$ cat src/include/spw_tx_params.svh
// Link constants for the SpaceWire transmitter
// The batch size must fit the 3-bit FCT count of spw_tx_pkg
`ifndef SPW_TX_PARAMS_SVH
`define SPW_TX_PARAMS_SVH

// --------------------
// Flow control
// --------------------
// Requests per batch, also the ceiling on pending FCTs
`define SPW_FCT_BATCH 7
// Credit owed to the peer right after reset
`define SPW_RESET_CREDIT 7

// --------------------
// Character lengths in bits, parity and flag included
// --------------------
`define SPW_CTRL_LEN 4
`define SPW_DATA_LEN 10

`endif

$ cat src/source/spw_tx_pkg.sv
// Shared types of the SpaceWire transmitter
// Vector widths are fixed and must agree with spw_tx_params.svh
`default_nettype none

package spw_tx_pkg;

	// --------------------
	// Vector types
	// --------------------
	// FCT count, both for the batch and for the pending credit
	typedef logic [2:0] fct_count_t;
	// One N-char payload byte
	typedef logic [7:0] spw_byte_t;
	// Code word, LSB goes out first, unused high bits zero
	typedef logic [9:0] spw_code_t;
	// Length of a character in bits
	typedef logic [3:0] code_len_t;

	// --------------------
	// Enums
	// --------------------
	// Kind of character chosen for a slot
	typedef enum logic [1:0] {CHAR_FCT, CHAR_ESC, CHAR_DATA} char_kind_t;

	// Drain FSM of the FCT bookkeeping
	typedef enum logic [1:0] {FCT_COLLECT, FCT_SENDING, FCT_WAIT_LOW} fct_state_t;

	// Slot FSM, second state finishes a NULL
	typedef enum logic {CTRL_CHOOSE, CTRL_NULL_TAIL} ctrl_state_t;

endpackage

`default_nettype wire

$ cat src/source/tx_char_if.sv
// One character from control through encoder to serializer
// Transfer happens only in a cycle with take high
`default_nettype none

interface tx_char_if;
	import spw_tx_pkg::*;

	// Serializer wants a character for the next edge
	logic need;
	// Character moves on this edge
	logic take;
	char_kind_t kind;
	spw_byte_t data;
	// Encoded word and its bit count
	spw_code_t code;
	code_len_t code_len;

	// Chooses the character
	modport ctrl (input need, output take, kind, data);
	// Encodes it, parity tracked on take
	modport enc (input take, kind, data, output code, code_len);
	// Puts it on the line
	modport ser (input take, code, code_len, output need);

endinterface

`default_nettype wire

$ cat src/source/spw_tx_top.sv
// SpaceWire character transmitter, single clock domain
// No EOP/EEP, time codes or link init FSM
`default_nettype none

module spw_tx_top (
	input wire logic pclk_tx,
	input wire logic enable_tx,
	input wire logic send_fct_now,
	input wire logic tx_write,
	input wire spw_tx_pkg::spw_byte_t tx_data,
	output logic tx_ready,
	output logic d,
	output logic s
);
	import spw_tx_pkg::*;

	fct_count_t fct_flag_p;
	logic fct_sent;

	// Character path control -> encoder -> serializer
	tx_char_if chr ();

	// FCT credit
	tx_fct_send fct_send_i (
		.pclk_tx(pclk_tx),
		.enable_tx(enable_tx),
		.send_fct_now(send_fct_now),
		.fct_sent(fct_sent),
		.fct_flag_p(fct_flag_p)
	);

	tx_control control_i (
		.pclk_tx(pclk_tx),
		.enable_tx(enable_tx),
		.tx_write(tx_write),
		.tx_data(tx_data),
		.fct_flag_p(fct_flag_p),
		.tx_ready(tx_ready),
		.fct_sent(fct_sent),
		.chr(chr.ctrl)
	);

	tx_char_encoder encoder_i (
		.pclk_tx(pclk_tx),
		.enable_tx(enable_tx),
		.chr(chr.enc)
	);

	// Line drivers
	tx_ds_serializer serializer_i (
		.pclk_tx(pclk_tx),
		.enable_tx(enable_tx),
		.d(d),
		.s(s),
		.chr(chr.ser)
	);

endmodule

`default_nettype wire

$ cat src/source/tx_char_encoder.sv
// Code word builder with parity carried across characters
// Parity register follows only characters actually taken
`default_nettype none

`include "spw_tx_params.svh"

module tx_char_encoder (
	input wire logic pclk_tx,
	input wire logic enable_tx,
	tx_char_if.enc chr
);
	import spw_tx_pkg::*;

	localparam int PAD_LEN = `SPW_DATA_LEN - `SPW_CTRL_LEN;

	// XOR of the previous character's payload bits
	logic par_q;
	logic flag;
	logic par_bit;
	logic payload_par;
	logic [1:0] ctrl_bits;

	always_comb
	begin
		flag = (chr.kind != CHAR_DATA);
		// FCT is 00, ESC is 11
		ctrl_bits = (chr.kind == CHAR_ESC) ? 2'b11 : 2'b00;
		payload_par = flag ? ^ctrl_bits : ^chr.data;
		// Odd over previous payload, this parity and this flag
		par_bit = ~(par_q ^ flag);
		if (flag)
		begin
			chr.code = {{PAD_LEN{1'b0}}, ctrl_bits, 1'b1, par_bit};
			chr.code_len = code_len_t'(`SPW_CTRL_LEN);
		end
		else
		begin
			chr.code = {chr.data, 1'b0, par_bit};
			chr.code_len = code_len_t'(`SPW_DATA_LEN);
		end
	end

	always_ff @(posedge pclk_tx or negedge enable_tx)
	begin
		if (!enable_tx)
			par_q <= 1'b0;
		else if (chr.take)
			par_q <= payload_par;
	end

endmodule

`default_nettype wire

$ cat src/source/tx_control.sv
// Slot scheduler, FCT first, then held byte, else NULL
// Holds a single byte; writes while tx_ready is low are dropped
`default_nettype none

module tx_control (
	input wire logic pclk_tx,
	input wire logic enable_tx,
	input wire logic tx_write,
	input wire spw_tx_pkg::spw_byte_t tx_data,
	input wire spw_tx_pkg::fct_count_t fct_flag_p,
	output logic tx_ready,
	output logic fct_sent,
	tx_char_if.ctrl chr
);
	import spw_tx_pkg::*;

	ctrl_state_t state;
	spw_byte_t data_q;
	logic full;
	logic accept;
	logic data_take;
	logic full_next;

	// --------------------
	// Slot choice
	// --------------------
	always_comb
	begin
		chr.take = chr.need && enable_tx;
		fct_sent = 1'b0;
		if (state == CTRL_NULL_TAIL)
		begin
			// Tail of a NULL, owes no credit
			chr.kind = CHAR_FCT;
		end
		else if (fct_flag_p != '0)
		begin
			chr.kind = CHAR_FCT;
			fct_sent = chr.take;
		end
		else if (full)
		begin
			chr.kind = CHAR_DATA;
		end
		else
		begin
			chr.kind = CHAR_ESC;
		end
	end

	assign chr.data = data_q;

	assign accept = tx_write && tx_ready;
	assign data_take = chr.take && (chr.kind == CHAR_DATA);
	assign full_next = (full && !data_take) || accept;

	// Held byte, only valid while full
	always_ff @(posedge pclk_tx)
	begin
		if (accept)
		begin
			data_q <= tx_data;
		end
	end

	always_ff @(posedge pclk_tx or negedge enable_tx)
	begin
		if (!enable_tx)
		begin
			state <= CTRL_CHOOSE;
			full <= 1'b0;
			tx_ready <= 1'b0;
		end
		else
		begin
			full <= full_next;
			tx_ready <= !full_next;
			if (chr.take)
			begin
				// ESC always followed by FCT
				state <= (chr.kind == CHAR_ESC) ? CTRL_NULL_TAIL : CTRL_CHOOSE;
			end
		end
	end

endmodule

`default_nettype wire

$ cat src/source/tx_ds_serializer.sv
// Data-strobe output stage, one bit per clock, LSB first
// Expects a new character on the edge after its last bit
`default_nettype none

module tx_ds_serializer (
	input wire logic pclk_tx,
	input wire logic enable_tx,
	output logic d,
	output logic s,
	tx_char_if.ser chr
);
	import spw_tx_pkg::*;

	// Bits still to go out, current one excluded
	spw_code_t sh_q;
	// Bits on and behind the line, current one included
	code_len_t bits_left;
	logic step;
	logic d_next;

	// Last bit on the line, or idle
	assign chr.need = (bits_left <= code_len_t'(1));

	assign step = chr.take || (bits_left > code_len_t'(1));
	assign d_next = chr.take ? chr.code[0] : sh_q[0];

	// --------------------
	// Shift register
	// --------------------
	always_ff @(posedge pclk_tx)
	begin
		if (chr.take)
			sh_q <= chr.code >> 1;
		else if (step)
			sh_q <= sh_q >> 1;
	end

	// --------------------
	// Line stage
	// --------------------
	always_ff @(posedge pclk_tx or negedge enable_tx)
	begin
		if (!enable_tx)
		begin
			d <= 1'b0;
			s <= 1'b0;
			bits_left <= '0;
		end
		else if (step)
		begin
			d <= d_next;
			// Strobe toggles when data holds
			s <= s ^ (d_next == d);
			bits_left <= chr.take ? chr.code_len : bits_left - code_len_t'(1);
		end
		else if (bits_left != '0)
		begin
			// Nothing followed, line holds its level
			bits_left <= '0;
		end
	end

endmodule

`default_nettype wire

$ cat src/source/tx_fct_send.sv
// FCT credit bookkeeping, pending count starts at the reset credit
// fct_sent is expected as a single-cycle pulse per FCT sent
`default_nettype none

`include "spw_tx_params.svh"

module tx_fct_send (
	input wire logic pclk_tx,
	input wire logic enable_tx,
	input wire logic send_fct_now,
	input wire logic fct_sent,
	output spw_tx_pkg::fct_count_t fct_flag_p
);
	import spw_tx_pkg::*;

	localparam fct_count_t BATCH_FULL = fct_count_t'(`SPW_FCT_BATCH);
	localparam fct_count_t RESET_CREDIT = fct_count_t'(`SPW_RESET_CREDIT);

	fct_state_t state;
	fct_count_t fct_batch;
	logic load_batch;

	// Full batch and nothing owed, hand batch over
	assign load_batch = (state == FCT_COLLECT) && (fct_batch == BATCH_FULL) &&
		(fct_flag_p == '0);

	// --------------------
	// Request batching
	// --------------------
	always_ff @(posedge pclk_tx or negedge enable_tx)
	begin
		if (!enable_tx)
		begin
			fct_batch <= '0;
		end
		else if (load_batch)
		begin
			// Request in the hand-over cycle opens the next batch
			fct_batch <= send_fct_now ? fct_count_t'(1) : '0;
		end
		else if (send_fct_now && (fct_batch != BATCH_FULL))
		begin
			fct_batch <= fct_batch + fct_count_t'(1);
		end
	end

	// --------------------
	// Drain FSM
	// --------------------
	always_ff @(posedge pclk_tx or negedge enable_tx)
	begin
		if (!enable_tx)
		begin
			// Reset credit is owed straight away
			fct_flag_p <= RESET_CREDIT;
			state <= FCT_SENDING;
		end
		else
		begin
			case (state)
			FCT_COLLECT:
			begin
				if (load_batch)
				begin
					fct_flag_p <= fct_batch;
					state <= FCT_SENDING;
				end
			end
			FCT_SENDING:
			begin
				if (fct_sent && (fct_flag_p != '0))
				begin
					fct_flag_p <= fct_flag_p - fct_count_t'(1);
					state <= FCT_WAIT_LOW;
				end
			end
			FCT_WAIT_LOW:
			begin
				// Let the pulse drop before counting again
				if (!fct_sent)
				begin
					state <= (fct_flag_p == '0) ? FCT_COLLECT : FCT_SENDING;
				end
			end
			default:
			begin
				state <= FCT_COLLECT;
			end
			endcase
		end
	end

endmodule

`default_nettype wire

$ cat config.mk
export PLATFORM = sky130hd
export DESIGN_NAME = spw_tx_top
export DESIGN_NICKNAME = d
export VERILOG_FILES = /design/src/source/spw_tx_pkg.sv /design/src/source/tx_char_if.sv /design/src/source/spw_tx_top.sv /design/src/source/tx_char_encoder.sv /design/src/source/tx_control.sv /design/src/source/tx_ds_serializer.sv /design/src/source/tx_fct_send.sv
export VERILOG_INCLUDE_DIRS = /design/src /design/src/include
export SDC_FILE = /design/constraint.sdc
export NUM_CORES = 1
export LEC_CHECK = 0
export BUFFER_PORTS_ARGS = -buffer_cell sky130_fd_sc_hd__buf_2
export CORE_MARGIN = 2
export CORE_UTILIZATION = 50
export CTS_CLUSTER_DIAMETER = 150
export CTS_CLUSTER_SIZE = 12
export DETAILED_ROUTE_END_ITERATION = 8
export PLACE_DENSITY_LB_ADDON = 0.1
export SLEW_MARGIN = 15
export SYNTH_ARGS = -nofsm -noshare
export SYNTH_HDL_FRONTEND = slang
export SYNTH_SLANG_ARGS = --single-unit
$ cat constraint.sdc
create_clock -name pclk_tx -period 2.2 [get_ports pclk_tx]
set_input_delay 0.44 -clock pclk_tx [delete_from_list [all_inputs] [get_ports pclk_tx]]
set_output_delay 0.44 -clock pclk_tx [all_outputs]
set_load 0.02 [all_outputs]
==> metrics.cfg <==
[layout]
final_cell_mix = nand2_1, edfxtp_1, dfrtp_1, buf_2, nor2_1
fill_cells = 309
antenna_cells = 0
final_layout_size_suffix_gt1_share_pct = 25.3
regArea_um2 = 966
multi_input_area_um2 = 742
num-nets-final = 195
areaGrowthSynthToFinish_pct = 12.6

[floorplanning]
rows = 21
die_area_um2 = 4000
io_pins = 15
die_h_um = 63.3
core_um2 = 3360
start_util_pct = 52.2
die_w_um = 63.3

[global_routing]
grtUsageTotal_pct = 18.0
antenna_found_initial = 0
grt_start_max_net_pins = 14
grt_first_pass_wirelength_mm = 5.46
grt_pass1_vias = 1204
grt-ovfl-total = 0

[worst_setup_path]
crit_buf_inv = 3
cp_top_family = buffers and inverters
crit_path_top_delay_cell = dlygate4sd3_1
worst_setup_path_end_kind = flip-flop
crit_fanout = 10
crit_required_ps = 2460
path_class = in -> reg
critPathLaunchType = input pin
critPathArrivalTime_ps = 2290
path_cells = dlygate4sd3_1 > buf_2 > inv_1 > nor4_4 > nand3_1 > a21oi_2 > mux2i_1
max_stage_delay_ps = 530

[clock_network]
path_clk_slew_ps = 100
cts_tree = done
cts_made_buffers = 5
cts_setup_buffers = 0
clock_path_buffers = 2
clockRootBuffer = clkbuf_4
h-tree-depth = 2
cts.sinks = 35
clk_latency_ps = 330

[timing]
setup_viol = 0
hold_viol = 0
fin_crit_ps = 2030
relSlewSlack_pct = 72.5
worst_pin_slew_ps = 411
final.period_utilization_pct = 92.4
fin_ws_ps = 168
slew_viol_final = 0
clock_skew_ps = 2.97
rsz0062_at_grt = false
fmax_mhz = 492
setup-tns-final_ps = 0

[hold_path]
hp-class = in -> reg

[detailed_routing]
via_per_inst = 5.43
route.detailed.drc = 0
ant_nets = 0
drtIter0Drc = 95
totalWireLength_mm = 3.14
num_vias = 1217
dr.pass1.iters = 4
routedWlPerCell_um = 14.0

[yosys]
yosysSeqAreaShare_pct = 55.0
synth.avg_cell_area_um2 = 11.6
synth-seq-cells = 35
synth_ff_type = edfxtp_1
yosysWarnings = 0
synth_edf_count = 17
syn-num-nets = 170
async_flop_share_pct = 51.4
synth_area_um2 = 1760
synthCells = 152
synth_cell_types = 48

[power_and_ir_drop]
leakage_uw = 0.000864
cellPowerDensity_nw_per_um2 = 1310
finalPower_uw = 2600
ir_worst_vdd_uv = 732

[placement]
pre_cts_ws_ps = 261
gp_congestion = 0.837
portBuffers = 14
dp_hpwl_mm = 2.34

[run_status]
status = finished, final reports clean

[job]
maxCapViolations = 0

-- what timing repair did --
action                                 4_1_cts  5_1_grt
hold buffers                                 1        0
endpoints found under the hold margin        3        0
gates resized for setup                      0        2
setup endpoints to repair                    0        4
-- cell usage after synthesis, types with 2 or more instances --
library cell | instances | area [µm²]
and3_2 | 2 | 15.0
nand3_1 | 7 | 35.0
ha_1 | 6 | 75.1
xnor2_1 | 6 | 52.6
o221a_2 | 2 | 22.5
nand2_1 | 17 | 63.8
xor2_1 | 3 | 26.3
nor2b_1 | 4 | 25.0
nand4_1 | 2 | 12.5
nor3_1 | 3 | 15.0
o21a_1 | 2 | 15.0
a21o_1 | 2 | 15.0
dfstp_2 | 4 | 105
mux2i_1 | 3 | 30.0
dfrtp_1 | 14 | 350
edfxtp_1 | 17 | 510
nor2_1 | 9 | 33.8
inv_1 | 8 | 30.0
o21ai_0 | 6 | 30.0
o41ai_1 | 2 | 17.5
a21oi_1 | 5 | 25.0
a211oi_1 | 2 | 15.0
-- routing by layer --
metal	up-vias	part of all wire [%]	global-route usage [%]
li1	603	-	-
met4	0	1.4	6.79
met1	584	49	23.9
met5	-	0	0
met2	25	46	27.8
met3	5	4.0	5.71
-- power breakdown --
part,total [µW],switching (µW),internal [µW]
clock,320,200,120
sequential,1190,204,981
combinational,1090,588,504
total,2600,992,1610
-- sequential cells by signal (all words and copies together) (netlist names), 2 cells and up --
signal	count
control_i.chr.data	8
fct_send_i.fct_batch	3
fct_send_i.fct_flag_p	3
serializer_i.sh_q	9
fct_send_i.state	2
serializer_i.bits_left	4
-- cell families (layout without fill, tap and decap cells) --
family / count (synthesis) / count (layout) / synth area share [%]
AOI/OAI and AO/OA: 30 / 30 / 12.3
buffers and inverters: 12 / 38 / 3.28
adders and majority gates: 6 / 6 / 4.27
muxes: 4 / 4 / 2.35
and+or+nand+nor: 55 / 55 / 17.4
DFF: 35 / 35 / 55.0
xor gates and xnor gates: 10 / 10 / 5.41
-- final timing paths --
kind | start | to | slack, ps | depth (start not counted)
setup / recovery | enable_tx | fct_send_i.fct_flag_p[1] | 170 | 7
hold / removal | tx_data[1] | control_i.chr.data[1] | 280 | 1
setup reg to reg | fct_send_i.fct_flag_p[0] | fct_send_i.fct_batch[1] | 240 | 7
hold reg to reg | serializer_i.s | serializer_i.s | 470 | 1
max in group asynchronous | enable_tx | fct_send_i.fct_flag_p[0] | 1210 | 3
min in group asynchronous | enable_tx | serializer_i.bits_left[0] | 490 | 2
-- per-stage QoR --
| step | area, µm² | cells | util (%) | hold slack [ps] |
|---|---|---|---|---|
| CTS | 1970 | 224 | 58.6 | 262 |
| global route | 1980 | 224 | 58.8 | 245 |
| global placement | 1910 | 215 | 56.8 | 289 |
| floorplan | 1760 | 152 | - | 144 |
| finish | 1980 | 224 | 58.8 | 278 |
| detailed placement | 1910 | 215 | 56.8 | 297 |
-- layout make-up --
class | count | share of cell area [%]
Tap cell | 46 | 2.91
Sequential cell | 35 | 48.8
Multi-Input combinational cell | 105 | 37.5
Inverter | 8 | 1.52
Clock buffer | 6 | 2.09
Clock inverter | 2 | 0.443
Timing Repair Buffer | 22 | 6.70
(Power assumes the default switching activity.)
